$ cat src/osd_defines.svh
/*
 * overlay geometry, fixed window position, tint colour
 * and bitmap buffer depth
 */
`ifndef OSD_DEFINES_SVH
`define OSD_DEFINES_SVH

// window size in pixels and lines
`define OSD_WIDTH 256
`define OSD_HEIGHT 128

// top left corner of the window
`define OSD_X_OFFSET 8
`define OSD_Y_OFFSET 4

// tint bits for red green blue from msb
`define OSD_COLOR 3'd4

`define OSD_BUF_DEPTH 4096

// de-low gap over this many line widths starts a frame
`define OSD_BLANK_RATIO 4

`endif

$ cat src/osdHostPkg.sv
/*
 * host port types for the command word, bitmap address and byte,
 * receiver states and the buffer write bundle
 */
package osdHostPkg;

    typedef logic [15:0] hostWord_t;
    typedef logic [11:0] bufAddr_t;
    typedef logic [7:0]  bufByte_t;

    // command receiver
    typedef enum logic [1:0] {
        IDLE,
        ENABLE_CMD,
        WRITE_CMD
    } rxState_t;

    typedef struct packed {
        logic     valid;
        bufAddr_t addr;
        bufByte_t data;
    } bufWrite_t;

endpackage

$ cat src/osdVideoPkg.sv
/*
 * video pipeline types for the rgb pixel, raster counters
 * and the tag that travels with each pixel
 */
package osdVideoPkg;

    typedef struct packed {
        logic [7:0] r;
        logic [7:0] g;
        logic [7:0] b;
    } rgb_t;

    typedef logic [11:0] pixCount_t;
    typedef logic [10:0] lineCount_t;
    typedef logic [2:0]  bitIdx_t;

    // per pixel info from the tracker to the blender
    typedef struct packed {
        logic    de;
        logic    inWindow;
        bitIdx_t bitIdx;
        rgb_t    rgb;
    } rasterTag_t;

endpackage

$ cat src/osdRasterTracker.sv
/*
 * frame and line detection from de, window test
 * and bitmap read address, tag delayed to match the ram
 */
`timescale 1ns/1ns
`include "osd_defines.svh"

module osdRasterTracker (
    input  logic                    clk_video,
    input  logic                    rst,
    input  osdVideoPkg::rgb_t       din,
    input  logic                    deIn,
    input  logic                    osdEnable,
    output osdHostPkg::bufAddr_t    rdAddr,
    output osdVideoPkg::rasterTag_t tag
);

    osdVideoPkg::pixCount_t  colCnt;
    osdVideoPkg::pixCount_t  activeWidth;
    osdVideoPkg::pixCount_t  gapCnt;
    osdVideoPkg::pixCount_t  curCol;
    osdVideoPkg::pixCount_t  winX;
    osdVideoPkg::lineCount_t lineCnt;
    osdVideoPkg::lineCount_t curLine;
    osdVideoPkg::lineCount_t winY;
    osdVideoPkg::rasterTag_t tagS1;
    logic                    deD;
    logic                    deRise;
    logic                    frameStart;
    logic                    frameEn;
    logic                    curEn;
    logic                    inWin;

    assign deRise     = deIn & ~deD;
    assign frameStart = deRise && (gapCnt > `OSD_BLANK_RATIO * activeWidth);

    // position of the pixel on the input right now
    assign curCol  = deRise ? '0 : colCnt;
    assign curLine = frameStart ? '0 : (deRise ? lineCnt + 1'b1 : lineCnt);
    assign curEn   = frameStart ? osdEnable : frameEn;

    assign winX  = curCol - osdVideoPkg::pixCount_t'(`OSD_X_OFFSET);
    assign winY  = curLine - osdVideoPkg::lineCount_t'(`OSD_Y_OFFSET);
    assign inWin = curEn && deIn
        && (curLine >= `OSD_Y_OFFSET) && (curLine < `OSD_Y_OFFSET + `OSD_HEIGHT)
        && (curCol >= `OSD_X_OFFSET) && (curCol < `OSD_X_OFFSET + `OSD_WIDTH);

    always_ff @(posedge clk_video) begin
        if (rst) begin
            deD            <= 1'b0;
            colCnt         <= '0;
            activeWidth    <= '0;
            gapCnt         <= '0;
            lineCnt        <= '1;
            frameEn        <= 1'b0;
            tagS1.de       <= 1'b0;
            tagS1.inWindow <= 1'b0;
            tag.de         <= 1'b0;
            tag.inWindow   <= 1'b0;
        end else begin
            deD     <= deIn;
            lineCnt <= curLine;
            frameEn <= curEn;
            if (deIn) begin
                colCnt <= curCol + 1'b1;
                gapCnt <= '0;
            end else if (~&gapCnt) begin
                gapCnt <= gapCnt + 1'b1;
            end
            if (deD && !deIn) begin
                activeWidth <= colCnt;
            end
            tagS1.de       <= deIn;
            tagS1.inWindow <= inWin;
            tag.de         <= tagS1.de;
            tag.inWindow   <= tagS1.inWindow;
        end

        // byte row from y, column from x
        rdAddr       <= {winY[6:3], winX[7:0]};
        tagS1.bitIdx <= winY[2:0];
        tagS1.rgb    <= din;
        tag.bitIdx   <= tagS1.bitIdx;
        tag.rgb      <= tagS1.rgb;
    end

endmodule

$ cat config.mk
export PLATFORM = sky130hd
export DESIGN_NAME = osdRasterTracker
export DESIGN_NICKNAME = d
export VERILOG_FILES = /design/src/osdHostPkg.sv /design/src/osdVideoPkg.sv /design/src/osdRasterTracker.sv
export VERILOG_INCLUDE_DIRS = /design/src
export SDC_FILE = /design/constraint.sdc
export NUM_CORES = 1
export LEC_CHECK = 0
export BUFFER_PORTS_ARGS = -buffer_cell sky130_fd_sc_hd__buf_4
export CAP_MARGIN = 40
export CORE_ASPECT_RATIO = 1.1
export CORE_MARGIN = 5
export CORE_UTILIZATION = 55
export CTS_CLUSTER_SIZE = 30
export DETAILED_ROUTE_END_ITERATION = 7
export GPL_TIMING_DRIVEN = 0
export PLACE_DENSITY = 0.78
export REMOVE_ABC_BUFFERS = 1
export SYNTH_ARGS = -nofsm -noshare
export SYNTH_HDL_FRONTEND = slang
export SYNTH_SLANG_ARGS = --single-unit
$ cat constraint.sdc
create_clock -name clk_video -period 3.1 [get_ports clk_video]
set_input_delay 0.31 -clock clk_video [delete_from_list [all_inputs] [get_ports clk_video]]
set_output_delay 0.31 -clock clk_video [all_outputs]
set_load 0.05 [all_outputs]
Yosys cells after proc, flatten, opt, wreduce, memory -nomap -nowiden. Index checks and enable logic that the tools add are counted.

Flip-flop bits (word level): 118. Input port bits: 28.

Muxes and demuxes: 4. Bitwise gates (word level): 2. $add $sub $neg: 5. $lt $le $gt $ge: 5. Reduce and logical (&&, ||, !) cells: 10.

Operators with widths (count): 12-bit by 1-bit adder with 12-bit output, second input constant (2); 11-bit 2-to-1 mux (2); 12-bit by 14-bit > comparator with 1-bit output (1); 12-bit by 4-bit greater-or-equal comparator with 1-bit output, second input constant (1); 12-bit by 9-bit less-than comparator with 1-bit output, second input constant (1); 12-bit 2-to-1 mux (1); 12-bit AND reduction (1); 11-bit by 1-bit adder with 11-bit output, second input constant (1); 11-bit by 3-bit greater-or-equal comparator with 1-bit output, second input constant (1); 11-bit by 8-bit less-than comparator with 1-bit output, second input constant (1); 8-bit by 4-bit subtractor with 8-bit output, second input constant (1); 1-bit logical AND (7); 7-bit by 3-bit subtractor with 7-bit output, second input constant (1); 2-bit OR reduction (1); 1-bit AND (1); 1-bit logical NOT (1); 1-bit 2-to-1 mux (1); 1-bit inverter (1).

Depth between registers and ports, before layout.
Depth after elaboration: 9. Gate-level depth with buffers: 13.

Least setup slack after synthesis. OpenSTA, ideal clock, no wires.

Path type: reg2reg. From: reg activeWidth[9]. To: reg tagS1[27] (netlist name). Cell stages (with the launch flop): 14. Slack: 0.686 ns. Buffers on the path: 0. Arrival time: 2.293 ns. Required time: 2.979 ns. Cells stage by stage: dfxtp_1 > inv_1 > ha_1 > nand3_1 > nor3_1 > a21bo_2 > a21boi_4 > nor2b_1 > ha_1 > o21ai_0 > o21ai_0 > mux2_1 > a32oi_1 > nor4_1.

Cells in the longest elaborated chain, start to end: 8. Elaborated cells between the ends (all ways): 11. Those cells by class: order compare: 3; mux: 2; reduce/logical: 6.

Ends and longest elaborated chain: from (decl) (RTL line osdRasterTracker.sv:19) `osdVideoPkg::pixCount_t activeWidth;`; from (signal assigned) (RTL line osdRasterTracker.sv:71) `activeWidth <= colCnt;`; 12-bit by 14-bit > comparator with 1-bit output * (RTL line osdRasterTracker.sv:35) `` assign frameStart = deRise && (gapCnt > `OSD_BLANK_RATIO * activeWidth); ``; 1-bit logical AND * (RTL line osdRasterTracker.sv:35); 11-bit 2-to-1 mux * (RTL line osdRasterTracker.sv:39) `assign curLine = frameStart ? '0 : (deRise ? lineCnt + 1'b1 : lineCnt);`; named net curLine[2] (RTL line osdRasterTracker.sv:24) `osdVideoPkg::lineCount_t curLine;`; 11-bit by 3-bit greater-or-equal comparator with 1-bit output (no line); 1-bit logical AND (RTL line osdRasterTracker.sv:44) `assign inWin = curEn && deIn`; 1-bit logical AND * (3 in a row) (RTL line osdRasterTracker.sv:44); to (decl) (RTL line osdRasterTracker.sv:26) `osdVideoPkg::rasterTag_t tagS1;`.

The timed path passes the listed nets; every way through them passes the cells marked *. A chain may end at the register's enable or synchronous reset.

Worst setup path in the final report.
From: reg gapCnt[11]. To: reg tagS1[27] (netlist name).

Cells in the longest elaborated chain, start to end: 8. Elaborated cells between the ends (all ways): 11. Those cells by class: order compare: 3; mux: 2; reduce/logical: 6.

Ends and longest elaborated chain: from (decl) (RTL line osdRasterTracker.sv:20) `osdVideoPkg::pixCount_t gapCnt;`; from (signal assigned) (RTL line osdRasterTracker.sv:68) `gapCnt <= gapCnt + 1'b1;`; 12-bit by 14-bit > comparator with 1-bit output * (RTL line osdRasterTracker.sv:35); 1-bit logical AND * (RTL line osdRasterTracker.sv:35); 11-bit 2-to-1 mux / 1-bit 2-to-1 mux (equally long branches) (RTL line osdRasterTracker.sv:39, osdRasterTracker.sv:40); 11-bit by 3-bit greater-or-equal comparator with 1-bit output (no line) / 1-bit logical AND (equally long branches); 1-bit logical AND (RTL line osdRasterTracker.sv:44); 1-bit logical AND * (3 in a row) (RTL line osdRasterTracker.sv:44).

Mark *: on every way between the ends. The rest lies on a longest branch, timed or not.

==> run_results.csv <==
group,metric,value,unit
cts,cts_root_buf,"clkbuf_8",
grt,grt.overflow.total,0,
timing,post-route-period-util,91.2,%
timing,worst_pin_slew,0.763,ns
yosys,synthCells,421,
timing,finalSetupViolations,0,
critical_path,critPathLaunchType,"flop",
critical_path,crit_chain,"ha_1 -> nand3_1 -> nor3_1 -> a21bo_2 -> a21boi_4 -> nand2b_1 -> ha_1 -> o21ai_0 -> o21ai_0 -> mux2_1 -> a32oi_1 -> nor4_1",
timing,maxClockFrequency,354,MHz
routing,totalWireLength,9110,µm
critical_path,cp.required,3.51,ns
timing,tns,0,ns
timing,min_period,2.83,ns
yosys,yosys_warnings,0,
cts,path_clk_slew,0.06,ns
cts,cts-buffers-inserted,17,
placed_design,dpl.cell_count,580,
timing,hold_viol,0,
routing,vias,3177,
floorplan,die_x,93.5,µm
grt,grt_max_degree,37,
critical_path,crit_buf_inv,0,
timing,finClkSkew,0.0155,ns
routing,drc_errors,0,
yosys,syn-cell-area,4220,µm²
yosys,synth.distinct_cells,52,
floorplan,design.die.area,9530,µm²
floorplan,die_y,102,µm
pwr,max-vdd-ir-drop,0.510,mV
yosys,synth_top_area_cell,"dfxtp_1",
placed_design,place_congestion,0.821,
routing,firstDrtPassIters,4,
routing,viasPerCell,4.99,
grt,grt_pass1_vias,3244,
yosys,netlist.area_leader.share,55.9,%
floorplan,start_util,56.5,%
placed_design,place.port_buffers,68,
cts,h-tree-depth,4,
layout,fin_cells,637,
layout,layout-drive-gt1-share,21.8,%
yosys,ys_ff_latch,118,
critical_path,path_class,"reg -> reg",
routing,postRouteAntennaNets,0,
grt,grt.total_usage,20.6,%
critical_path,startpoint,"gapCnt[11]$_SDFFE_PP0N_",
min_path,min_from,"osdEnable",
floorplan,ios,69,
cts,clockBufferDepth,2,
placed_design,hpwl,5460,µm
cts,ctsResizeCount,0,
critical_path,cp_top_family,"simple AND/OR/NAND/NOR gates",
critical_path,end_kind,"flop",
floorplan,coreArea,7470,µm²
routing,initialDrtViolationCount,88,
min_path,hold_path.class,"in -> reg",
cts,clk_latency,0.51,ns
yosys,synth.area.top_cells,"dfxtp_1, ha_1, nand2_1",
yosys,syn_area_per_cell,10.0,µm²
cts,clock_sinks,118,
critical_path,critical_path_peak_fanout,5,
timing,slew_headroom,49.0,%
job,drv_cap,0,
floorplan,row_count,33,
routing,wl_per_cell,14.3,µm
yosys,yosysSeqAreaShare,55.9,%
critical_path,slowest_delay,0.35,ns
layout,area_growth,33.4,%
pwr,power.leakage,2.36,nW
grt,grt_pass1_wl,15300,µm
outcome,status,"complete, no violations",
critical_path,reg2reg_from,"gapCnt[11]$_SDFFE_PP0N_",
layout,antenna_cells,0,
critical_path,crit_arrival,3.24,ns
pwr,p_per_area,739,nW/µm²
timing,rsz0062_at_grt,"no",
grt,antenna_found_initial,0,
critical_path,cp_slowest_cell,"dfxtp_1",
layout,nets,567,
timing,finalMaxSlewViolations,0,
cts,cts_tree,"done",
==> through the flow <==
stage                     util [%]  worst slack, ns  cell area [µm²]  hold WS, ns  total power, mW
after global routing          75.4            0.130             5630       0.0576             4.32
final                         75.4            0.272             5630       0.0448             4.16
after floorplan                  -            0.550             4150        0.310             2.07
after detailed placement      64.1           0.0362             4790        0.312             2.24
after global placement        64.1            0.125             4790        0.310             2.22
after CTS                     75.2           0.0159             5620       0.0381             4.18
==> power by group <==
part	total [mW]	switching, mW	internal, mW
sequential	1.69	0.0692	1.62
clock	1.92	0.695	1.23
combinational	0.547	0.341	0.205
total	4.16	1.11	3.06
==> layout by cell type (no fill, tap or decap), types with 5 or more instances in the layout <==
cell           count
a21oi_1           24
and3_1             5
buf_4             70
clkbuf_16         16
dfxtp_1          118
dlygate4sd3_1     24
ha_1              19
inv_1             21
nand2_1           46
nand3_1           23
nor2_1            37
nor2b_1            6
nor3_1            15
o21bai_1           6
or2_2              5
xnor2_1           14
xor2_1            16
==> synth_stat cells, drive strengths merged <==
master	instances
or4	1
or2	7
xor2	16
mux2i	2
nand4	5
and3b	1
nor2	38
buf	3
o21ai	4
ha	19
and2b	2
a31oi	1
a21oi	24
o32ai	1
nand2b	4
inv	21
o21bai	6
and2	3
clkbuf	11
nor4	3
and4	1
xnor2	14
nand4b	1
nor2b	6
a311oi	1
mux2	1
nand3	23
nand3b	2
a32oi	1
a21boi	1
a211oi	2
o211ai	2
nand2	46
nor3	16
or2b	1
and3	5
a21bo	1
o41ai	1
and4b	1
a211o	1
nor3b	4
dfxtp	118
==> registers in the layout, indices dropped and copies added (netlist names) <==
| name | count |
|---|---|
| tag | 29 |
| tagS1 | 28 |
| activeWidth | 12 |
| colCnt | 12 |
| gapCnt | 12 |
| rdAddr | 12 |
| lineCnt | 11 |
| deD | 1 |
| frameEn | 1 |
==> cell type report <==
| cell class | instances | area [µm²] |
|---|---|---|
| Multi-Input combinational cell | 268 | 1710 |
| Sequential cell | 118 | 2360 |
| Clock buffer | 17 | 414 |
| Timing Repair Buffer | 94 | 766 |
| Fill cell | 483 | 1840 |
| Clock inverter | 14 | 174 |
| Tap cell | 105 | 131 |
| Inverter | 21 | 78.8 |
==> tightest hold or removal path: stages <==
cell and delay, ns:
buf_4 0.09, a21oi_1 0.06, nor2_1 0.07
==> layer usage <==
layer | global-route usage (%) | up-vias | wire [µm]
met5 | 0 | - | 0
met4 | 9.11 | 0 | 142
met3 | 5.52 | 11 | 458
met2 | 35.5 | 73 | 4550
met1 | 24.2 | 1485 | 3950
li1 | - | 1608 | -
==> final timing paths <==
check / to / slack, ns / cells after the start
max: tagS1[27]$_SDFF_PP0_ / 0.27 / 12
min: frameEn$_SDFF_PP0_ / 0.04 / 3
max reg2reg: tagS1[27]$_SDFF_PP0_ / 0.27 / 12
min reg2reg: tag[24]$_DFF_P_ / 0.32 / 0
==> cell families after synthesis <==
group | share of synthesized area, %
AOI/OAI and AO/OA | 7.14
xor gates and xnor gates | 6.22
adders and majority gates | 5.63
buffers and inverters | 3.64
DFF | 55.9
muxes | 0.741
and+or+nand+nor | 20.7
==> what timing repair did <==
item	in CTS	in global routing
buffers inserted	0	2
setup endpoints to repair	0	1
hold endpoints to repair	24	0
hold buffers	24	0
Power figures use the tool's default switching activity.
