===== config.mk =====
export PLATFORM = sky130hd
export DESIGN_NAME = osdBlender
export DESIGN_NICKNAME = d
export VERILOG_FILES = /design/src/osdHostPkg.sv /design/src/osdVideoPkg.sv /design/src/osdBlender.sv
export VERILOG_INCLUDE_DIRS = /design/src
export SDC_FILE = /design/constraint.sdc
export NUM_CORES = 1
export LEC_CHECK = 0
export ABC_AREA = 1
export BUFFER_PORTS_ARGS = -buffer_cell sky130_fd_sc_hd__buf_2
export CAP_MARGIN = 10
export CORE_MARGIN = 2
export CORE_UTILIZATION = 35
export DETAILED_ROUTE_END_ITERATION = 10
export HOLD_SLACK_MARGIN = 0.08
export PLACE_DENSITY = 0.82
export SETUP_SLACK_MARGIN = 0.15
export SYNTH_ARGS = -nofsm -noshare
export SYNTH_HDL_FRONTEND = slang
export SYNTH_SLANG_ARGS = --single-unit
export TNS_END_PERCENT = 30

===== constraint.sdc =====
create_clock -name clk_video -period 0.8 [get_ports clk_video]
set_input_delay 0.08 -clock clk_video [delete_from_list [all_inputs] [get_ports clk_video]]
set_output_delay 0.08 -clock clk_video [all_outputs]
set_load 0.02 [all_outputs]

===== src/osd_defines.svh =====
/*
 * overlay geometry, fixed window position, tint colour
 * and bitmap buffer depth
 */
`ifndef OSD_DEFINES_SVH
`define OSD_DEFINES_SVH

// window size in pixels and lines
`define OSD_WIDTH 256
`define OSD_HEIGHT 128

// top left corner of the window
`define OSD_X_OFFSET 8
`define OSD_Y_OFFSET 4

// tint bits for red green blue from msb
`define OSD_COLOR 3'd4

`define OSD_BUF_DEPTH 4096

// de-low gap over this many line widths starts a frame
`define OSD_BLANK_RATIO 4

`endif


===== src/osdHostPkg.sv =====
/*
 * host port types for the command word, bitmap address and byte,
 * receiver states and the buffer write bundle
 */
package osdHostPkg;

    typedef logic [15:0] hostWord_t;
    typedef logic [11:0] bufAddr_t;
    typedef logic [7:0]  bufByte_t;

    // command receiver
    typedef enum logic [1:0] {
        IDLE,
        ENABLE_CMD,
        WRITE_CMD
    } rxState_t;

    typedef struct packed {
        logic     valid;
        bufAddr_t addr;
        bufByte_t data;
    } bufWrite_t;

endpackage


===== src/osdVideoPkg.sv =====
/*
 * video pipeline types for the rgb pixel, raster counters
 * and the tag that travels with each pixel
 */
package osdVideoPkg;

    typedef struct packed {
        logic [7:0] r;
        logic [7:0] g;
        logic [7:0] b;
    } rgb_t;

    typedef logic [11:0] pixCount_t;
    typedef logic [10:0] lineCount_t;
    typedef logic [2:0]  bitIdx_t;

    // per pixel info from the tracker to the blender
    typedef struct packed {
        logic    de;
        logic    inWindow;
        bitIdx_t bitIdx;
        rgb_t    rgb;
    } rasterTag_t;

endpackage


===== src/osdBlender.sv =====
/*
 * bitmap bit select and colour blend,
 * output pixel and de registers
 */
`timescale 1ns/1ns
`include "osd_defines.svh"

module osdBlender (
    input  logic                    clk_video,
    input  logic                    rst,
    input  osdVideoPkg::rasterTag_t tag,
    input  osdHostPkg::bufByte_t    rdData,
    output osdVideoPkg::rgb_t       dout,
    output logic                    deOut
);

    localparam logic [2:0] tintColor = `OSD_COLOR;

    osdVideoPkg::rgb_t osdPix;
    logic              pixBit;

    // lit bit twice, tint twice, then top half of the video
    function automatic logic [7:0] blendChan(
        input logic [7:0] chan,
        input logic       lit,
        input logic       tintBit
    );
        return {lit, lit, tintBit, tintBit, chan[7:4]};
    endfunction

    assign pixBit   = rdData[tag.bitIdx];
    assign osdPix.r = blendChan(tag.rgb.r, pixBit, tintColor[2]);
    assign osdPix.g = blendChan(tag.rgb.g, pixBit, tintColor[1]);
    assign osdPix.b = blendChan(tag.rgb.b, pixBit, tintColor[0]);

    always_ff @(posedge clk_video) begin
        if (rst) begin
            dout  <= '0;
            deOut <= 1'b0;
        end else begin
            dout  <= tag.inWindow ? osdPix : tag.rgb;
            deOut <= tag.de;
        end
    end

endmodule


Word-level counts from Yosys, hierarchy flattened

Index checks and enable logic that the tools add are counted.
W data, S select, Z words.

Register bits: 25
Output and inout bits: 25
Word-level logic and storage cells: 11
Input port bits: 39

Order comparisons: 1
Multiplexer cells: 3
Reduce and logical (&&, ||, !) cells: 1

Operator list:

| kind                 | number |
|---|---|
| $mux W24             | 1 |
| $lt A3 B4 Y1 const B | 1 |
| $bmux W1 S3          | 1 |
| $reduce_or A2 Y1     | 1 |
| $mux W1              | 1 |

Logic depth before layout (Yosys ltp)

Gate-level depths: netlist of the first run.

Word-level depth: 3
Gate-level depth with buffers: 6
Gate-level depth less buffers: 6

Least setup slack after synthesis of the first run

OpenSTA, ideal clock, no wires.

Path kind: in2reg
From: in rdData[0]
To: reg dout[14] (netlist name)
Library setup time: 0.115 ns
Data required time: 0.685 ns
Arrival time: 0.479 ns
Slack: 0.206 ns
Cell stages on the path: 6
Path buffers: 0
Path through: nor2_1 > nor2_1 > nand2_1 > nand3b_2 > nand3_4 > nand2_1

Longest elaborated chain between the ends: 3

Ends and longest elaborated chain:

| what                          | line             | text |
|---|---|---|
| start: declaration            | osdBlender.sv:12 | `input osdHostPkg::bufByte_t rdData,` |
| $bmux W1 S3                   | osdBlender.sv:31 | `assign pixBit = rdData[tag.bitIdx];` |
| $mux W1 (not written as such) | osdBlender.sv:31 |  |
| $mux W24                      | osdBlender.sv:41 | `dout <= tag.inWindow ? osdPix : tag.rgb;` |
| end signal: assignment        | osdBlender.sv:41 |  |
| end: declaration              | osdBlender.sv:13 | `output osdVideoPkg::rgb_t dout,` |

No other way between the ends. The select of a mux whose other input is x is not followed.
A chain may end at the register's enable or synchronous reset.

Worst setup path in the final report of the first run

From: reg dout[13] (netlist name)
To: out dout[13] (netlist name)

No word-level cell between the ends.

==> metrics.md, run 1 <==
| Metric | Value |
|---|---|
| Outcome | finished, violations left |
| Violated checks | hold timing, setup timing |
| Port bufs | 63 |
| Final setup vio count | 25 |
| Share of the synthesized area in the top cell type | 55.63% |
| Fmax | 1161 MHz |
| Peak VDD IR | 0.9828 mV |
| Critical Path RT | 0.72 ns |
| # nets final | 223 |
| Slew HR | 79.86% |
| Seq pwr share | 53.5% |
| Antenna viol nets, final | 0 |
| Psw | 0.7083 mW |
| Sequential fraction of the synthesis area | 55.63% |
| Delay of the slowest cell on the worst path | 0.35 ns |
| Int Power | 1.886 mW |
| DR vias/cell | 4.526 |
| Ant. Diodes | 0 |
| Layout Cells excl Fill | 213 |
| Worst-path clk slew | 0.13 ns |
| Layout cells sized above 1 | 63.93% |
| Worst path cell trace | buf_6 |
| Chip Width | 54.70 µm |
| WL met2 | 1.578 mm |
| GP Congestion | 0.7148 |
| Commonest non-fill, non-tap cell in the layout | buf_2 |
| Cell taking the most area after synthesis | dfxtp_1 |
| Switching share of power | 27.30% |
| Net count after synthesis | 138 |
| Critical path class | reg -> out |
| Vert. Die Dim | 54.70 µm |
| Placed Area | 1261 µm² |
| Via count of the first global-routing pass | 983 |
| Hold WS | -0.009861 ns |
| Largest net degree at the start of global routing | 20 |
| Initial Util | 36.65% |
| Rows | 18 |
| RSZ-0062 raised after global routing | yes |
| CP delay by family, top | flip-flops |
| CTS tree | yes |
| DRT iter0 DRCs | 13 |
| Bufs on Longest Clock Path | 2 |
| Clock power share | 21.4% |
| Layout area overhead | 80.67% |
| Final design area excluding fillers | 1625 µm² |
| Critical Path End Type | output pin |
| Max-capacitance violation count | 0 |
| Hpwl dp | 1.668 mm |
| Post-route setup slack | -0.06159 ns |
| Die area | 2992 µm² |
| Setup TNS Final | -1.297 ns |
| Pre-antenna DRT Iters | 4 |
| Crit-path max FO | 1 |
| GRT overflow | 0 |
| Max Used Layer | met4 |
| Number of top-level pins | 64 |
| Routed wl met3 | 97 µm |
| Global-route wire length before repair | 3.939 mm |
| CP bufs+invs | 1 |
| Mapped Area | 899.6 µm² |
| Tcrit/Tclk final | 107.7% |
| Post-Syn Instances | 99 |
| CTS sink count | 25 |
| Arr. time, crit path | 0.78 ns |
| Seq cells post-synth | 25 |
| Tot GR Track Use | 18.87% |
| Pre-CTS setup slack | -0.01318 ns |
| Most frequent cells in the layout | 43 x buf_2, 25 x dfxtp_2, 25 x buf_6 |
| CTS Buf Count | 3 |
| Leakage power | 0.8489 nW |
| CP Launch Type | flip-flop |
| Yosys warnings | 0 |
| Power Total | 2.595 mW |
| Crit-path slowest cell | dfxtp_2 |
| # DRC | 0 |
| Comb pwr share | 25.1% |
| Placeable Area | 2455 µm² |
| Inst Count DP | 192 |
| Initial antenna violation count | 0 |
| H-tree depth | 1 |
| Met1 wire length | 943 µm |
| PD cells | 1596 nW/µm² |
| Hold crit path type | in -> reg |
| Slew of the pin with the lowest slew margin | 0.3014 ns |
| Netlist cell types | 16 |
| Final Critical Period | 0.8616 ns |
| Area contributors post-synth | dfxtp_1 56%, nand2_1 11%, inv_1 6.3%, a22o_1 5.8%, o21ai_2 5.8% |
| Synthesized area per cell | 9.087 µm² |
| Wire per inst | 12.51 µm |
| Final Hold Vio Count | 5 |
| Via count | 964 |
| Drt total wl | 2.664 mm |
| Clock Tree Root | clkbuf_4 |
| Fin. max-slew vios | 0 |
[metal layers]
metal	up-vias	global-route usage (%)
li1	473	-
met1	452	18.80
met2	35	36.90
met3	4	2.732
met4	0	9.583
met5	-	0
[registers in the layout (all words and copies together), names as in the netlist]
| name | count |
|---|---|
| dout | 24 |
| deOut | 1 |
[cells by family (layout without fill, tap and decap cells)]
group                  count (synthesis)  in the layout  share of synthesized area [%]
flip-flops                            25             25                          55.63
AND/OR/NAND/NOR                       41             41                          22.53
buffers and inverters                 19            103                          9.041
AO/OA/AOI/OAI                         14             14                          12.80
[final timing paths]
path / startpoint / end / cells past startpoint
hold / removal: tag[2] / dout[2] / 2
setup / recovery: dout[13] / dout[13] / 1
[final cells by class]
cell class | count | area (µm²)
fillers | 202 | 829.5
repair buffers | 81 | 636.9
flip-flops and latches | 25 | 531.8
multi-input cells | 55 | 322.8
inverters | 18 | 70.07
well taps | 30 | 37.54
clock buffers | 4 | 26.28
[what timing repair did]
action                     in CTS  in global routing
buffers inserted                0                  0
resized for setup              75                 11
hold endpoints to repair       25                 13
hold buffers                   16                  1
setup endpoints to repair      25                 41
[Yosys cell counts]
cell / n
inv_1: 15
nand2_1: 26
a22o_1: 6
inv_2: 2
nor2_1: 7
buf_6: 1
a21oi_1: 2
nand3_2: 1
nor2_4: 2
nand3_1: 2
dfxtp_1: 25
nand3b_1: 1
nand3b_2: 1
o21ai_2: 6
inv_4: 1
nand3_4: 1
[power by group through the flow]
stage	clock, mW	combinational (mW)	sequential, mW
3_3_place_gp	0	0.477	1.38
2_1_floorplan	0	0.152	1.49
3_5_place_dp	0	0.484	1.38
5_1_grt	0.629	0.708	1.40
4_1_cts	0.570	0.642	1.39
6_report	0.555	0.652	1.39
[metrics by stage]
| stage | hold slack, ns | utilization, % |
|---|---|---|
| 3_3_place_gp | 0.2820 | 51.38 |
| 4_1_cts | -0.02415 | 66.62 |
| 6_report | -0.009861 | 66.21 |
| 5_1_grt | -0.02829 | 66.21 |
| 2_1_floorplan | 0.1491 | - |
| 3_5_place_dp | 0.2875 | 51.38 |
(Power assumes the default switching activity.)
==> run 2: changes to the inputs <==
--- a/config.mk
+++ b/config.mk
@@ -8,5 +8,5 @@
 export LEC_CHECK = 0
 export ABC_AREA = 1
-export BUFFER_PORTS_ARGS = -buffer_cell sky130_fd_sc_hd__buf_2
+export BUFFER_PORTS_ARGS = -buffer_cell sky130_fd_sc_hd__clkbuf_2
 export CAP_MARGIN = 10
 export CORE_MARGIN = 2
==> constraint.sdc (replaced) <==
create_clock -name clk_video -period 0.8 [get_ports clk_video]
set_input_delay 0.16 -clock clk_video [delete_from_list [all_inputs] [get_ports clk_video]]
set_output_delay 0.16 -clock clk_video [all_outputs]
set_load 0.02 [all_outputs]
==> metrics.md, run 2 (synthesis gave the netlist of run 1 again) <==
| Metric | Value |
|---|---|
| Fill cell count | 207 |
| Peak VDD IR | 1.070 mV |
| Antenna viol nets, final | 0 |
| Final Hold Vio Count | 0 |
| Stages on worst setup path | 1 |
| Drt total wl | 2.228 mm |
| Largest net degree at the start of global routing | 15 |
| Largest register FFs | 24 |
| Via count of the first global-routing pass | 819 |
| CTS tree | yes |
| CTS hold repair buffers | 1 |
| Initial Util | 36.65% |
| Setup TNS Final | -3.344 ns |
| GP Congestion | 0.6666 |
| Post-route setup slack | -0.1569 ns |
| Outcome | finished, violations left |
| Die area | 2992 µm² |
| Placed Area | 1284 µm² |
| CP Launch Type | flip-flop |
| Initial antenna violation count | 0 |
| # DRC | 0 |
| Critical path class | reg -> out |
| PD cells | 1620 nW/µm² |
| CTS sink count | 25 |
| Global-route wire length before repair | 3.456 mm |
| Crit-path slowest cell | dfxtp_2 |
| CP bufs+invs | 1 |
| Slew of the pin with the lowest slew margin | 0.2798 ns |
| Chip Width | 54.70 µm |
| Final design area excluding fillers | 1603 µm² |
| Placeable Area | 2455 µm² |
| CP delay by family, top | flip-flops |
| Number of top-level pins | 64 |
| Layout cells sized above 1 | 64.71% |
| Critical Path End Type | output pin |
| Bufs on Longest Clock Path | 2 |
| Slew HR | 81.30% |
| Max-capacitance violation count | 0 |
| RSZ-0062 raised after global routing | yes |
| Final Critical Period | 0.9569 ns |
| Hold crit path type | in -> reg |
| Most frequent cells in the layout | 38 x clkbuf_2, 26 x nand2_1, 25 x dfxtp_2, 25 x buf_8, 15 x inv_1 |
| Rows | 18 |
| Post-Route Utilization | 65.29% |
| Via count | 875 |
| Arr. time, crit path | 0.80 ns |
| GRT overflow | 0 |
| Clock Tree Root | clkbuf_4 |
| DR vias/cell | 4.375 |
| Leakage power | 0.8420 nW |
| Violated checks | setup timing |
| DRT iter0 DRCs | 8 |
| Fmax | 1045 MHz |
| Register with the most flip-flops | dout |
| Vert. Die Dim | 54.70 µm |
| Hpwl dp | 1.727 mm |
| Crit-path max FO | 1 |
| Layout area overhead | 78.16% |
| Hold WS | 0.04343 ns |
| Hold path depth | 3 |
| Final setup vio count | 25 |
| Largest registers | dout: 24 flops, deOut: 1 flops |
| Commonest non-fill, non-tap cell in the layout | clkbuf_2 |
| Critical Path RT | 0.64 ns |
| CTS Buf Count | 3 |
| Wire per inst | 11.14 µm |
| Port bufs | 63 |
| Tot GR Track Use | 16.74% |
| Pre-antenna DRT Iters | 4 |
| Worst-path clk slew | 0.13 ns |
| H-tree depth | 1 |
| Ant. Diodes | 0 |
| Delay of the slowest cell on the worst path | 0.37 ns |
| Worst path cell trace | buf_8 |
| Tcrit/Tclk final | 119.6% |
| Fin. max-slew vios | 0 |
| # nets final | 210 |
==> run 2: tightest hold or removal path, cell delays in order <==
cell      delay [ns]
clkbuf_2        0.08
nand2_1         0.05
o21ai_2         0.04
==> run 2: worst paths after layout <==
check                    start  endpoint
worst max-delay path  dout[13]  dout[13]
worst min-delay path   tag[17]  dout[17]
==> run 2: metal layers <==
| layer | share of wire (%) | wire length, µm | track usage [%] | vias up |
|---|---|---|---|---|
| li1 | - | - | - | 450 |
| met1 | 37 | 817 | 17.89 | 394 |
| met2 | 56 | 1239 | 30.56 | 29 |
| met3 | 6.4 | 143 | 4.098 | 2 |
| met4 | 1.3 | 28 | 7.500 | 0 |
| met5 | 0 | 0 | 0 | - |
==> run 2: power breakdown <==
| part | switching, mW | leakage, nW | internal [mW] | total, mW |
|---|---|---|---|---|
| Combinational | 0.287 | 0.609 | 0.367 | 0.653 |
| Clock | 0.353 | 0.0177 | 0.187 | 0.539 |
| Sequential | 0.0567 | 0.215 | 1.35 | 1.40 |
| Total | 0.696 | 0.842 | 1.90 | 2.60 |
==> run 2: layout make-up <==
class	count	area (µm²)	share of cell area [%]
clock buffer	3	22.52	1.405
multi-input combinational	55	317.8	19.83
sequential	25	531.8	33.18
timing repair buffer	68	618.1	38.56
clock inverter	1	5.005	0.3123
tap	30	37.54	2.342
inverter	18	70.07	4.372
==> run 2: timing repair <==
action                                  4_1_cts  5_1_grt
buffers inserted                              0        0
endpoints found under the setup margin       25       25
resized for setup                            72       28
hold endpoints to repair                     24       17
==> run 2: metrics by stage <==
stage	power, mW	std cells	worst slack, ns
finish	2.597	200	-0.1569
global route	2.741	200	-0.1929
CTS	2.569	200	-0.1723
detailed placement	1.876	195	-0.09832
global placement	1.865	195	-0.06325
floorplan	1.642	99	0.1256
==> run 3: changes to the inputs <==
- CORE_UTILIZATION: 35 -> 37
- CTS_BUF_LIST: default -> sky130_fd_sc_hd__clkbuf_4 sky130_fd_sc_hd__clkbuf_8
- PLACE_DENSITY: 0.82 -> 0.86
==> metrics.md, run 3 (synthesis gave the netlist of run 1 again) <==
| Metric | Value |
|---|---|
| Final design area excluding fillers | 1598 µm² |
| Wire per inst | 11.90 µm |
| Ant. Diodes | 0 |
| Initial antenna violation count | 0 |
| Commonest non-fill, non-tap cell in the layout | clkbuf_2 |
| Setup TNS Final | -3.353 ns |
| Post-route setup slack | -0.1522 ns |
| GP Congestion | 0.7537 |
| Hold crit path type | in -> reg |
| Outcome | finished, violations left |
| Tcrit/Tclk final | 119.0% |
| Leakage power | 0.8414 nW |
| Drt total wl | 2.356 mm |
| Via count | 890 |
| Inst Count DP | 193 |
| Port bufs | 63 |
| Post-CTS Setup Inserts | 0 |
| Initial Util | 39.90% |
| CTS Buf Count | 3 |
| CP delay by family, top | flip-flops |
| Die area | 2842 µm² |
| Placed Area | 1281 µm² |
| DR vias/cell | 4.495 |
| Fin. max-slew vios | 0 |
| CP bufs+invs | 1 |
| Critical path class | reg -> out |
| Violated checks | setup timing |
| Delay of the slowest cell on the worst path | 0.34 ns |
| Register with the most flip-flops | dout |
| Chip Width | 53.31 µm |
| Layout Cells excl Fill | 198 |
| Number of top-level pins | 64 |
| Hpwl dp | 1.795 mm |
| Clock Tree Root | clkbuf_4 |
| # DRC | 0 |
| Min-delay src | tag[8] |
| Worst path cell trace | clkbuf_8 |
| Critical Path End Type | output pin |
| GRT overflow | 0 |
| # nets final | 210 |
| Max-capacitance violation count | 0 |
| Hold WS | 0.03628 ns |
| Final Hold Vio Count | 0 |
| Rows | 17 |
| Pre-antenna DRT Iters | 4 |
| Slew HR | 81.79% |
| Fmax | 1050 MHz |
| Final setup vio count | 25 |
| Critical Path RT | 0.64 ns |
| H-tree depth | 1 |
| CP Launch Type | flip-flop |
| Layout cells sized above 1 | 64.12% |
| Vert. Die Dim | 53.31 µm |
| Global-route wire length before repair | 3.491 mm |
| Peak VDD IR | 1.393 mV |
| Crit-path max FO | 1 |
| CTS tree | yes |
| Largest register FFs | 24 |
| Most frequent cells in the layout | 38 x clkbuf_2, 26 x nand2_1, 24 x dfxtp_2, 24 x buf_8, 15 x inv_1 |
| Largest net degree at the start of global routing | 16 |
| Antenna viol nets, final | 0 |
| Largest registers | dout: 24 flops, deOut: 1 flops |
| Worst-path clk slew | 0.14 ns |
| Placeable Area | 2255 µm² |
| Slew of the pin with the lowest slew margin | 0.2724 ns |
| Layout area overhead | 77.61% |
| Arr. time, crit path | 0.79 ns |
| CTS sink count | 25 |
| Tot GR Track Use | 16.57% |
| RSZ-0062 raised after global routing | yes |
| CP Launch Point | dout[13] |
| PD cells | 1631 nW/µm² |
| Post-Route Utilization | 70.87% |
| Crit-path slowest cell | dfxtp_1 |
| Via count of the first global-routing pass | 879 |
| Bufs on Longest Clock Path | 2 |
| Final Critical Period | 0.9522 ns |
| DRT iter0 DRCs | 6 |
run 3: worst min-delay path: stages:
cell,delay (ns)
clkbuf_2,0.07
nand2_1,0.05
o21ai_2,0.04
run 3: layer usage:
metal  up-vias  GRT usage [%]  wire length (µm)
met1       398          16.72               830
met5         -              0                 0
li1        452              -                 -
met4         0          6.410                28
met2        36          31.48              1368
met3         4          4.520               129
run 3: stage by stage:
step	power [mW]	setup WS, ns
floorplan	1.642	0.1256
global placement	1.861	-0.04223
detailed placement	1.877	-0.07831
CTS	2.549	-0.1569
global route	2.727	-0.1789
finish	2.606	-0.1522
run 3: worst paths after layout:
kind | to | cells past startpoint
worst min-delay path | dout[8] | 3
worst max-delay path | dout[13] | 1
run 3: timing repair:
action | CTS | global route
pin swaps | 0 | 0
hold endpoints to repair | 18 | 10
endpoints found under the setup margin | 25 | 25
gates resized for setup | 70 | 27
run 3: cell type report:
type / count / area, µm²
clock buffers: 3 / 22.52
repair buffers: 68 / 616.8
well taps: 28 / 35.03
clock inverters: 1 / 5.005
flip-flops and latches: 25 / 530.5
multi-input cells: 55 / 317.8
inverters: 18 / 70.07
fillers: 162 / 656.9
run 3: report_power, final:
group          switching [mW]  total, mW  internal (mW)
combinational           0.294      0.660          0.366
clock                   0.358      0.544          0.186
sequential             0.0541       1.40           1.35
