<file path="src/osd_defines.svh">
/*
 * overlay geometry, fixed window position, tint colour
 * and bitmap buffer depth
 */
`ifndef OSD_DEFINES_SVH
`define OSD_DEFINES_SVH

// window size in pixels and lines
`define OSD_WIDTH 256
`define OSD_HEIGHT 128

// top left corner of the window
`define OSD_X_OFFSET 8
`define OSD_Y_OFFSET 4

// tint bits for red green blue from msb
`define OSD_COLOR 3'd4

`define OSD_BUF_DEPTH 4096

// de-low gap over this many line widths starts a frame
`define OSD_BLANK_RATIO 4

`endif

</file>
<file path="src/osdHostPkg.sv">
/*
 * host port types for the command word, bitmap address and byte,
 * receiver states and the buffer write bundle
 */
package osdHostPkg;

    typedef logic [15:0] hostWord_t;
    typedef logic [11:0] bufAddr_t;
    typedef logic [7:0]  bufByte_t;

    // command receiver
    typedef enum logic [1:0] {
        IDLE,
        ENABLE_CMD,
        WRITE_CMD
    } rxState_t;

    typedef struct packed {
        logic     valid;
        bufAddr_t addr;
        bufByte_t data;
    } bufWrite_t;

endpackage

</file>
<file path="src/osdCommandRx.sv">
/*
 * host command receiver with strobe edge detect,
 * enable flag and bitmap buffer writes
 */
`timescale 1ns/1ns

module osdCommandRx (
    input  logic                  clk_video,
    input  logic                  rst,
    input  logic                  ioOsd,
    input  logic                  ioStrobe,
    input  osdHostPkg::hostWord_t ioDin,
    output osdHostPkg::bufWrite_t bufWrite,
    output logic                  osdEnable
);

    osdHostPkg::rxState_t state;
    osdHostPkg::bufAddr_t wrAddr;
    logic                 strobeD;
    logic                 strobeRise;
    logic                 cmdTaken;
    logic                 newEnable;

    assign strobeRise = ioStrobe & ~strobeD;

    always_ff @(posedge clk_video) begin
        if (rst) begin
            state          <= osdHostPkg::IDLE;
            strobeD        <= 1'b0;
            cmdTaken       <= 1'b0;
            newEnable      <= 1'b0;
            osdEnable      <= 1'b0;
            bufWrite.valid <= 1'b0;
        end else begin
            strobeD        <= ioStrobe;
            bufWrite.valid <= 1'b0;

            if (!ioOsd) begin
                // enable takes effect as the select drops
                if (state == osdHostPkg::ENABLE_CMD) begin
                    osdEnable <= newEnable;
                end
                state    <= osdHostPkg::IDLE;
                cmdTaken <= 1'b0;
            end else if (strobeRise) begin
                if (!cmdTaken) begin
                    // command code sits in the low byte
                    cmdTaken <= 1'b1;
                    case (ioDin[7:4])
                        4'h4: begin
                            state     <= osdHostPkg::ENABLE_CMD;
                            newEnable <= ioDin[0];
                        end
                        4'h2: begin
                            state <= osdHostPkg::WRITE_CMD;
                        end
                        default: begin
                            state <= osdHostPkg::IDLE;
                        end
                    endcase
                end else if (state == osdHostPkg::WRITE_CMD) begin
                    bufWrite.valid <= 1'b1;
                end
            end
        end

        // address steps once per data word
        if (ioOsd && strobeRise) begin
            if (!cmdTaken) begin
                wrAddr <= {ioDin[3:0], 8'h00};
            end else begin
                wrAddr <= wrAddr + 1'b1;
            end
        end
        bufWrite.addr <= wrAddr;
        bufWrite.data <= ioDin[7:0];
    end

endmodule

</file>
<file path="config.mk">
export PLATFORM = sky130hd
export DESIGN_NAME = osdCommandRx
export DESIGN_NICKNAME = d
export VERILOG_FILES = /design/src/osd_defines.svh /design/src/osdHostPkg.sv /design/src/osdCommandRx.sv
export SDC_FILE = /design/constraint.sdc
export NUM_CORES = 1
export LEC_CHECK = 0
export ABC_AREA = 1
export BUFFER_PORTS_ARGS = -buffer_cell sky130_fd_sc_hd__clkbuf_2
export CAP_MARGIN = 20
export CORE_ASPECT_RATIO = 0.5
export CORE_UTILIZATION = 25
export CTS_CLUSTER_SIZE = 25
export DETAILED_ROUTE_END_ITERATION = 10
export PLACE_DENSITY = 0.45
export SYNTH_ARGS = -nofsm -noshare
export SYNTH_HDL_FRONTEND = slang
export SYNTH_SLANG_ARGS = --single-unit
</file>
<file path="constraint.sdc">
create_clock -name clk_video -period 2.3 [get_ports clk_video]
set_input_delay 0.23 -clock clk_video [delete_from_list [all_inputs] [get_ports clk_video]]
set_output_delay 0.23 -clock clk_video [all_outputs]
set_load 0.02 [all_outputs]
</file>
After elaboration in Yosys (flattened, before gate mapping). Cells that the tools add are included. W data, S select, Z words.

Bits of input ports: 20. Register bits: 39.

Mux-type cells: 3. Eq/ne operators: 4. Bitwise operators: 5. $add $sub $neg: 1. Reductions and logical operators: 6.

Operators with widths (number): $add A12 B1 Y12 const B (1); $mux W12 (1); $eq A4 B2 Y1 const B (1); $eq A4 B3 Y1 const B (1); $not A1 Y1 (4); $pmux W2 S2 (1); $reduce_and A2 Y1 (2); $reduce_and A4 Y1 (1); $reduce_or A4 Y1 (1); $eq A2 B1 Y1 const B (1); $eq A2 B2 Y1 const B (1); $reduce_or A2 Y1 (1); $and A1 B1 Y1 (1); $logic_and A1 B1 Y1 (1); $mux W1 (1).

Logic depth before layout (Yosys ltp). Gate-level depths: netlist of the first run.

Word-level depth: 4. Depth in mapped cells: 7. Mapped depth without buffers: 7.

Least setup slack after synthesis of the first run. Ideal clock, no wire load.

Kind: reg-to-reg. Start point: reg strobeD. End point: reg wrAddr[0], enable pin. Buffers on the path: 0. Setup slack: 969 ps. Required time: 1920 ps. Cell stages (with the launch flop): 4. Arrival time: 951 ps. Cells stage by stage: dfxtp_1 -> inv_1 -> nand2_1 -> nor2_1.

Cells in the longest elaborated chain, start to end: 3.

RTL lines: start: declaration (RTL line osdCommandRx.sv:19) `logic strobeD;`; start signal: assignment (RTL line osdCommandRx.sv:35) `strobeD <= ioStrobe;`; $not A1 Y1 (RTL line osdCommandRx.sv:24) `assign strobeRise = ioStrobe & ~strobeD;`; $and A1 B1 Y1 (RTL line osdCommandRx.sv:24); $logic_and A1 B1 Y1 (RTL line osdCommandRx.sv:68) `if (ioOsd && strobeRise) begin`; end signal: assignment (RTL line osdCommandRx.sv:70) `wrAddr <= {ioDin[3:0], 8'h00};`; end signal: assignment (RTL line osdCommandRx.sv:72) `wrAddr <= wrAddr + 1'b1;`; end: declaration (RTL line osdCommandRx.sv:18) `osdHostPkg::bufAddr_t wrAddr;`.

No other way between the ends. A chain may end at the register's enable or synchronous reset.

Worst setup path in the final report of the first run.
Start point: reg wrAddr[0]. End point: reg wrAddr[8], data pin.

Cells in the longest elaborated chain, start to end: 2.

RTL lines: $add A12 B1 Y12 (RTL line osdCommandRx.sv:72); $mux W12 (RTL line osdCommandRx.sv:69) `if (!cmdTaken) begin`.

No other way between the ends.

==> results of run 1 <==
==> power breakdown <==
part           internal, mW  switching, mW  total [mW]
clock network         0.434          0.228       0.662
registers             0.736         0.0159       0.752
logic                0.0320         0.0593      0.0913
total                  1.20          0.304        1.51
==> cell type report <==
cell class | instances | share of cell area (%)
clock buffers | 6 | 4.087
clock inverters | 2 | 3.383
inverters | 24 | 5.074
multi-input cells | 85 | 22.06
flip-flops and latches | 39 | 50.74
well taps | 70 | 4.933
repair buffers | 34 | 9.725
==> sequential cells by signal, summed over array words and instances (netlist names) <==
name and flops:
osdEnable 1, bufWrite 21, wrAddr 12, cmdTaken 1, newEnable 1, state 2
strobeD 1
==> through the flow <==
step	util (%)	worst slack, ns
2_1_floorplan	-	0.9685
3_3_place_gp	31.99	0.9071
3_5_place_dp	31.99	0.8712
4_1_cts	34.58	0.8637
5_1_grt	34.58	0.7569
6_report	34.58	0.8935
==> layout by cell type, fill, tap and decap left out <==
cell	netlist	layout
clkbuf_2	0	33
nand2_1	31	31
dfxtp_1	27	27
inv_1	24	24
nor2_1	19	19
edfxtp_1	12	12
nand3_1	11	11
a21oi_1	6	6
o21ai_0	5	5
clkbuf_8	0	5
nor3_1	3	3
nor2_2	2	2
nand4_1	2	2
bufinv_16	0	2
nand3_2	1	1
nor2_4	1	1
nand2_2	1	1
o21ai_1	1	1
xnor2_1	1	1
ha_1	1	1
clkbuf_1	0	1
buf_4	0	1
==> worst min-delay path by stage <==
stage	endpoint	slack, ns	startpoint
finish	bufWrite[2]	0.06	ioDin[2]
CTS	bufWrite[2]	0.05	ioDin[2]
floorplan	bufWrite[0]	0.26	ioDin[0]
global placement	bufWrite[7]	0.35	ioDin[7]
global route	bufWrite[2]	0.05	ioDin[2]
detailed placement	bufWrite[7]	0.35	ioDin[7]
==> cell usage after synthesis <==
cell type / instances / share of area [%]
nand3_2: 1 / 0.72
buf_2: 1 / 0.36
o21ai_1: 1 / 0.36
xnor2_1: 1 / 0.63
nor2_4: 1 / 0.81
a21oi_1: 6 / 2.2
nand2_2: 1 / 0.45
inv_1: 24 / 6.5
nand3_1: 11 / 4.0
dfxtp_1: 27 / 39
o21ai_0: 5 / 1.8
nand4_1: 2 / 0.90
nor2_1: 19 / 5.1
nand2_1: 31 / 8.4
ha_1: 1 / 0.90
edfxtp_1: 12 / 26
nor3_1: 3 / 1.1
nor2_2: 2 / 0.90
==> kinds of logic after synthesis <==
| kind of cell | Yosys count | synth area share [%] |
|---|---|---|
| AO/OA/AOI/OAI | 12 | 4.328 |
| XOR/XNOR | 1 | 0.6313 |
| adder cells (fa/ha/maj) | 1 | 0.9016 |
| buffers and inverters | 25 | 6.853 |
| flip-flops | 39 | 64.92 |
| AND/OR/NAND/NOR | 71 | 22.36 |
==> layer usage <==
| metal | wire length (um) | GRT usage (%) |
|---|---|---|
| met5 | 0 | 0 |
| met4 | 19 | 4.795 |
| met3 | 115 | 3.571 |
| met2 | 1093 | 14.84 |
| met1 | 1227 | 11.33 |
==> out/results.tsv, run 1 <==
stage	metric	value	unit
route	antenna-violating nets left	0	
critical_path	crit path capture type	register	
run	MaxCap Viol Count	0	
grt	global-route wire length before repair	3.946	mm
sta	Rel. slew slack	70.82	%
route	DR WL/cell	9.442	um
layout	cell area after layout	1775	um^2
cts	clock root cell	clkbuf_8	
critical_path	Worst R2R Path Depth	6	
place	placed cell area	1643	um^2
critical_path	worst path cell trace	ha_1 > nand2_1 > nor2_4 > nand3_1 > nand3_1 > nand2_1	
grt	vias in the first global route	907	
cts	clock transition at the registers of the reported paths	0.08	ns
min_path	Hold Crit Depth	1	
critical_path	number of cells on the critical path	6	
floorplanning	die area	5870	um^2
floorplanning	io pins	42	
power_and_ir_drop	P per Cell Area	847.9	nW/um^2
sta	Pins Over Slew Limit	0	
synthesis	syn nets	170	
route	Post-Route WL	2.455	mm
status	status	finished, final reports clean	
route	via count	1015	
layout	Filler cells	532	
sta	Max Clk Rate	711.0	MHz
place	Port Buffers	33	
route	DR vias/cell	3.904	
synthesis	cells after synthesis	149	
critical_path	reg2reg end	wrAddr[8]	
sta	WHS	0.05655	ns
place	Placed Cells	252	
critical_path	CP Buf/Inv Count	0	
cts	CTS-repair resized insts	0	
synthesis	Avg Synthesized Cell Area	9.313	um^2
sta	setup TNS	0	ns
cts	post-CTS setup buffer count	0	
critical_path	CP Launch Point	wrAddr[0]	
place	GP Congestion	0.7311	
sta	clock skew	0.006592	ns
power_and_ir_drop	Power, Total	1.505	mW
critical_path	R2R setup slack	0.89	ns
cts	Clock Sink Count	39	
grt	largest net degree at the start of global routing	13	
critical_path	cell family contributing the most delay on the critical path	simple AND/OR/NAND/NOR gates	
cts	H-tree depth	2	
critical_path	kind of critical path	register to register	
sta	final period utilization	61.15	%
layout	share of post-route cells with drive strength above 1	24.21	%
layout	P&R area growth vs syn	27.95	%
layout	FF/Latch Area	900.9	um^2
critical_path	Worst R2R Start	wrAddr[0]	
grt	Overall Global Routing Usage	9.341	%
synthesis	Yosys reg bits	39	
power_and_ir_drop	VDD IR max	289.3	uV
power_and_ir_drop	Leak Pwr	0.8102	nW
place	DP Wirelength	1.841	mm
critical_path	slowest cell on the critical path	edfxtp_1	
route	DRT Pass-1 Iters	4	
floorplanning	chip height	54.68	um
critical_path	critical path's largest stage delay	0.43	ns
critical_path	Data required, critical path	2.35	ns
sta	final setup violation count	0	
grt	initial antenna violation count	0	
cts	Hold-fix buffers, CTS	0	
cts	number of CTS-inserted buffers	5	
sta	Worst-Margin Slew	0.4371	ns
critical_path	Worst setup SP type	register	
sta	final critical-path required period	1.407	ns
synthesis	Netlist cell types	18	
floorplanning	chip width	107.4	um
floorplanning	row cnt	18	
layout	Antenna diodes	0	
floorplanning	Core ar.	5135	um^2
synthesis	Synth Warn #	0	
critical_path	end of the critical path	wrAddr[8]	
critical_path	Crit path arrival time	1.45	ns
min_path	Hold Crit Class	primary input to register	
layout	multi-input logic area	391.6	um^2
route	DRC	0	
sta	unrepaired setup endpoints after global routing	no	
floorplanning	Starting Density	27.02	%
route	drt initial violations	45	
cts	clk_lat worst skew	0.28	ns
critical_path	worst-path maximum fanout	5	
sta	final hold viol count	0	
synthesis	post-synthesis sequential area ratio	64.92	%
layout	Post-Layout Cell Count	260	
cts	TritonCTS clock tree	yes	
synthesis	cell area after synthesis	1388	um^2
cts	clk buf depth	2	
grt	grt ovf	0	
layout	nets@finish	210	
(Power assumes the default switching activity.)
==> run 2: changes to the inputs <==
Settings changed: ABC_AREA 1 to 0.
Clock period 2.3 ns to 1.3 ns, I/O delays scaled along.
==> run 2 against run 1 <==
  * The flow now finishes with violations (negative setup slack)
  * Worst setup slack worse by 1.0 ns
  * Clock skew is 0.0029 ns lower
  * Clock power is 15% higher
==> out/results.tsv, run 2 <==
stage	metric	value	unit	change
status	status	finished with violations		
status	failing checks	negative setup slack		
grt	grt ovf	0		unchanged
synthesis	ys async rst share	0	%	unchanged
critical_path	kind of critical path	register to register		
layout	P&R area growth vs syn	52.22	%	
route	M1 WL	1.407	mm	+15%
layout	largest register by flop count	bufWrite		
route	DR WL/cell	11.31	um	+20%
synthesis	Post-Synth Adder-Cell Area	0.9443	%	+0.043 points
synthesis	synth top area cells	dfxtp_1, edfxtp_1, nor2_1, mux2i_1, nand3_1		
synthesis	EDFF count, synth	12		unchanged
route	DR WL met3	106	um	-7.8%
route	via count	1054		+3.8%
critical_path	slowest cell on the critical path	edfxtp_1		
sta	final period utilization	110.4	%	+49 points
synthesis	Synth top area share	40.79	%	+1.8 points
sta	Max Clk Rate	696.9	MHz	-2.0%
sta	Rel. slew slack	77.52	%	+6.7 points
sta	Worst-Margin Slew	0.3368	ns	-0.1003 ns
floorplanning	io pins	42		unchanged
critical_path	worst path cell trace	ha_4 > nand3_4 > or4_4 > a31oi_4		
sta	unrepaired setup endpoints after global routing	yes		
grt	largest net degree at the start of global routing	13		unchanged
critical_path	reg2reg end	wrAddr[10]		
min_path	Hold Startpoint	rst		
sta	final setup violation count	6		+6
cts	clk buf depth	2		unchanged
synthesis	Synth Warn #	0		unchanged
cts	H-tree depth	2		unchanged
critical_path	Worst R2R Start	wrAddr[1]		
critical_path	CP Launch Point	wrAddr[1]		
critical_path	Worst setup SP type	register		
synthesis	Yosys top cell by area	dfxtp_1		
synthesis	cells after synthesis	109		-27%
synthesis	top-count cell post-synth	dfxtp_1		
route	DRT Pass-1 Iters	4		unchanged
synthesis	Yosys reg bits	39		unchanged
critical_path	Crit path arrival time	1.58	ns	+0.13 ns
cts	Clock Sink Count	39		unchanged
synthesis	post-synthesis sequential area ratio	67.99	%	+3.1 points
synthesis	post-synthesis mux area share	3.022	%	+3.0 points
min_path	Hold Crit Class	primary input to register		
cts	number of CTS-inserted buffers	5		unchanged
run	MaxCap Viol Count	0		unchanged
power_and_ir_drop	P per Cell Area	1147	nW/um^2	+35%
route	antenna-violating nets left	0		unchanged
power_and_ir_drop	Power, Total	2.314	mW	+54%
cts	clock root cell	clkbuf_8		
sta	final critical-path required period	1.435	ns	+0.02836 ns
grt	vias in the first global route	974		+7.4%
synthesis	XOR/XNOR share of the synthesized area	1.983	%	+1.4 points
floorplanning	Starting Density	26.50	%	-0.52 points
synthesis	largest family of logic cells by synthesized area	simple AND/OR/NAND/NOR gates		
power_and_ir_drop	VDD IR max	455.2	uV	+57%
layout	most frequent cells in the layout	clkbuf_2, dfxtp_1, buf_4		
layout	nets@finish	198		-5.7%
floorplanning	Core ar.	5000	um^2	-2.6%
floorplanning	row cnt	18		unchanged
route	met2 WL post-DR	1.219	mm	+12%
synthesis	Synth Area in Simple Gates	18.32	%	-4.0 points
route	DR vias/cell	4.267		+9.3%
place	DP Wirelength	1.972	mm	+7.1%
sta	Pins Over Slew Limit	0		unchanged
critical_path	Worst R2R Path Depth	4		-2
synthesis	top post-synthesis cells by count	dfxtp_1, edfxtp_1, nor2_1		
sta	clock skew	0.003655	ns	-0.002936 ns
critical_path	end of the critical path	wrAddr[10]		
sta	final hold viol count	0		unchanged
synthesis	dominant synthesized flop cell	dfxtp_1		
synthesis	syn nets	130		-24%
place	Port Buffers	33		unchanged
synthesis	Avg Synthesized Cell Area	12.16	um^2	+31%
route	Top Layer Used	met4		
place	GP Congestion	0.7216		-1.3%
sta	min setup slack post-route	-0.1349	ns	-1.028 ns
layout	share of post-route cells with drive strength above 1	43.50	%	+19 points
cts	clock transition at the registers of the reported paths	0.07	ns	about the same
floorplanning	chip width	105.0	um	-2.2%
layout	Antenna diodes	0		unchanged
route	drt initial violations	25		-44%
route	DRC	0		unchanged
critical_path	R2R setup slack	-0.13	ns	-1.03 ns
layout	number of flip-flops in the largest register	21		unchanged
floorplanning	die area	5613	um^2	-4.4%
critical_path	critical path's largest stage delay	0.43	ns	about the same
layout	Finished Core Util	40.34	%	+5.8 points
grt	global-route wire length before repair	4.347	mm	+10%
synthesis	post-synthesis compound-gate area fraction	6.610	%	+2.3 points
synthesis	cell area after synthesis	1325	um^2	-4.5%
cts	clk_lat worst skew	0.29	ns	about the same
power_and_ir_drop	Leak Pwr	0.7844	nW	-3.2%
floorplanning	chip height	53.48	um	-2.2%
critical_path	worst-path maximum fanout	4		-1
critical_path	crit path capture type	register		
cts	TritonCTS clock tree	yes		
layout	largest registers	bufWrite (21), wrAddr (12), state (2)		
route	Post-Route WL	2.793	mm	+14%
grt	Overall Global Routing Usage	10.82	%	+1.5 points
layout	most common cell after layout, fill and taps aside	clkbuf_2		
synthesis	Netlist cell types	26		+8
grt	initial antenna violation count	0		unchanged
critical_path	Data required, critical path	1.44	ns	-0.91 ns
run 2: cell types whose count changed after synthesis, sizes merged, moves of 3 or more:
cell    previous run  this run
o31ai              0         3
or3                0         4
or4                0         3
mux2i              0         4
nand2b             0         4
inv               24         3
nor3               3         0
nand2             32         3
nor2              22        12
a31oi              0         4
nand3             12         7
run 2: layer usage:
layer | global-route usage (%) | vias to the layer above
li1 | - | 531
met4 | 7.746 | 0
met3 | 3.695 | 8
met2 | 16.11 | 20
met1 | 13.32 | 495
met5 | 0 | -
run 2: worst min-delay path by stage:
stage,endpoint,slack (ns),cells after the start
final,strobeD,0.06,2
after global routing,strobeD,0.04,2
after CTS,strobeD,0.05,2
after detailed placement,bufWrite[1],0.25,1
after global placement,bufWrite[1],0.25,1
after floorplan,bufWrite[0],0.16,0
run 2: through the flow:
| stage | TNS, ns | hold WS [ns] | cells | setup slack, ns | area, um^2 |
|---|---|---|---|---|---|
| 6_report | -0.4196 | 0.05622 | 247 | -0.1349 | 2017 |
| 5_1_grt | -0.8103 | 0.04448 | 247 | -0.1879 | 2017 |
| 4_1_cts | -0.3413 | 0.04549 | 246 | -0.1022 | 1954 |
| 3_5_place_dp | -0.4024 | 0.2548 | 230 | -0.1149 | 1748 |
| 3_3_place_gp | -0.3308 | 0.2500 | 230 | -0.08626 | 1748 |
| 2_1_floorplan | -0.2374 | 0.1577 | 109 | -0.07633 | 1344 |
run 2: repair_timing:
item,4_1_cts,5_1_grt
endpoints found under the setup margin,7,10
pin swaps,9,8
endpoints found under the hold margin,8,0
resized for setup,9,10
hold buffers,8,0
buffers inserted,1,5
run 2: logic make-up (layout without fill, tap and decap cells):
group,count (synthesis),in the layout
AO/OA/AOI/OAI,15,15
buffers and inverters,4,72
XOR/XNOR,3,3
AND/OR/NAND/NOR,43,43
flip-flops,39,39
adder cells (fa/ha/maj),1,1
multiplexers,4,4
run 2: cell type report:
type	instances	area [um^2]
clock buffer	7	76.32
sequential	39	900.9
multi-input combinational	66	521.8
timing repair buffer	62	419.2
tap	70	87.58
fill	535	2983
inverter	3	11.26
run 2: power by group:
| group | total (mW) | switching (mW) | internal [mW] |
|---|---|---|---|
| logic | 0.227 | 0.120 | 0.106 |
| clock network | 0.761 | 0.392 | 0.369 |
| registers | 1.33 | 0.0256 | 1.30 |
| total | 2.31 | 0.538 | 1.78 |
run 2: critical path, delay by kind of cell (launching register included):
family	cells	cell delay, ns
compound gates	1	0.16
simple gates	2	0.51
flops	1	0.43
fa+ha+maj	1	0.19
==> run 3: changes to the inputs <==
Settings changed: PLACE_DENSITY 0.45 to 0.5.
==> run 3 against run 2 <==
  * Via count shrank 2.4%
  * Clock skew grew 0.0022 ns
  * Power grew 8.6%
  * Worst setup slack is essentially flat
  * Combinational power shrank 4%
  * Die area is the same
  * Wire length grew 0.36%
  * Cell count grew 0.81%
  * Non-clock buffer count grew 1
  * The flow still finishes with violations (negative setup slack)
  * Largest power group unchanged
  * Clock power grew 27%
  * Largest cell class unchanged
  * Sequential cell count is the same
  * Sequential share of layout area shrank 0.33 points
==> out/results.tsv, run 3 (same netlist as run 2, synthesis figures left out) <==
stage	metric	value	unit	change
status	status	finished with violations		
status	failing checks	negative setup slack		
route	drt initial violations	16		-36%
floorplanning	io pins	42		unchanged
layout	P&R area growth vs syn	53.35	%	
floorplanning	die area	5613	um^2	unchanged
layout	Post-Layout Cell Count	249		+0.81%
route	DR vias/cell	4.133		-3.2%
place	DP Wirelength	1.922	mm	-2.6%
cts	H-tree depth	2		unchanged
sta	Max Clk Rate	696.7	MHz	about the same
place	Placed Cells	230		unchanged
sta	final critical-path required period	1.435	ns	+0.0004820 ns
sta	Rel. slew slack	80.57	%	+3.0 points
sta	clock skew	0.005824	ns	+0.002168 ns
critical_path	crit path capture type	register		
grt	largest net degree at the start of global routing	13		unchanged
critical_path	Worst R2R Start	wrAddr[4]		
run	MaxCap Viol Count	0		unchanged
grt	Overall Global Routing Usage	10.49	%	-0.33 points
layout	share of post-route cells with drive strength above 1	44.13	%	+0.63 points
layout	most common cell after layout, fill and taps aside	clkbuf_2		
layout	largest register by flop count	bufWrite		
cts	clk buf depth	2		unchanged
place	Place WS	-0.1299	ns	-0.01501 ns
layout	FF/Latch Area	900.9	um^2	unchanged
critical_path	Crit path arrival time	1.58	ns	about the same
layout	number of flip-flops in the largest register	21		unchanged
route	via count	1029		-2.4%
route	DRC	0		unchanged
critical_path	CP Launch Point	wrAddr[4]		
route	DR WL/cell	11.26	um	-0.45%
sta	Pins Over Slew Limit	0		unchanged
grt	initial antenna violation count	0		unchanged
sta	min setup slack post-route	-0.1353	ns	-0.0004820 ns
min_path	Hold Crit Class	primary input to register		
layout	Filler cells	504		-5.8%
layout	multi-input logic area	499.2	um^2	-4.3%
power_and_ir_drop	P per Cell Area	1236	nW/um^2	+7.8%
cts	number of CTS-inserted buffers	5		unchanged
floorplanning	row cnt	18		unchanged
route	Post-Route WL	2.803	mm	+0.36%
critical_path	kind of critical path	register to register		
sta	Worst-Margin Slew	0.2874	ns	-0.04939 ns
grt	global-route wire length before repair	4.422	mm	+1.7%
layout	nets@finish	199		+0.51%
floorplanning	chip width	105.0	um	unchanged
cts	Clock Sink Count	39		unchanged
grt	grt ovf	0		unchanged
cts	clock transition at the registers of the reported paths	0.07	ns	about the same
sta	final hold viol count	0		unchanged
sta	final setup violation count	8		+2
critical_path	Worst setup SP type	register		
grt	vias in the first global route	958		-1.6%
min_path	Hold Startpoint	rst		
power_and_ir_drop	VDD IR max	739.1	uV	+62%
floorplanning	chip height	53.48	um	unchanged
sta	WHS	0.05871	ns	+0.002488 ns
layout	Antenna diodes	0		unchanged
cts	clock root cell	clkbuf_8		
cts	clk_lat worst skew	0.28	ns	about the same
floorplanning	Core ar.	5000	um^2	unchanged
power_and_ir_drop	Leak Pwr	0.8098	nW	+3.2%
place	GP Congestion	0.7357		+2.0%
critical_path	worst-path maximum fanout	6		+2
sta	unrepaired setup endpoints after global routing	yes		
critical_path	Data required, critical path	1.44	ns	about the same
layout	most frequent cells in the layout	clkbuf_2, dfxtp_1, buf_4		
place	Port Buffers	33		unchanged
cts	TritonCTS clock tree	yes		
layout	largest registers	bufWrite (21), wrAddr (12), state (2)		
route	DRT Pass-1 Iters	4		unchanged
sta	final period utilization	110.4	%	about the same
floorplanning	Starting Density	26.50	%	unchanged
route	antenna-violating nets left	0		unchanged
sta	setup TNS	-0.7292	ns	-0.3096 ns
## run 3: final cells by class
type                            instances  share of cell area [%]
Sequential cell                        39                   44.33
Multi-Input combinational cell         66                   24.57
Timing Repair Buffer                   63                   20.94
Tap cell                               70                   4.310
Clock buffer                            5                   3.387
Clock inverter                          3                   1.909
Inverter                                3                  0.5542
## run 3: timing repair
action,in CTS,in global routing
gates resized for setup,2,17
pin swaps,4,8
cloned,0,0
endpoints found under the setup margin,7,10
setup buffers,1,4
hold endpoints to repair,8,0
hold buffers,8,0
## run 3: worst paths after layout
kind                            slack, ns           end  cells past startpoint
worst max register to register      -0.14     wrAddr[7]                      3
worst max-delay path                -0.14     wrAddr[7]                      3
worst min-delay path                 0.06       strobeD                      2
worst min register to register       0.41  bufWrite[19]                      0
## run 3: worst max-delay path, cell delays in order (launching register included)
cell and delay [ns]:
edfxtp_1 0.48, nand4_4 0.17, or3_2 0.49, a21oi_2 0.15
## run 3: per-stage QoR
stage               instance area, um^2  util [%]  power, mW
floorplan                          1344         -      1.441
global placement                   1735     34.71      1.535
detailed placement                 1735     34.71      1.537
CTS                                1941     38.81      2.524
global route                       2032     40.64      2.625
finish                             2032     40.64      2.512
## run 3: metal layers
layer	wire [um]	GRT usage [%]
met5	0	0
met4	10	2.817
met3	93	3.695
met2	1245	16.11
met1	1454	14.01
## run 3: power breakdown
| group | switching, mW | internal [mW] |
|---|---|---|
| registers | 0.0281 | 1.30 |
| logic | 0.114 | 0.103 |
| clock network | 0.404 | 0.562 |
| total | 0.547 | 1.97 |
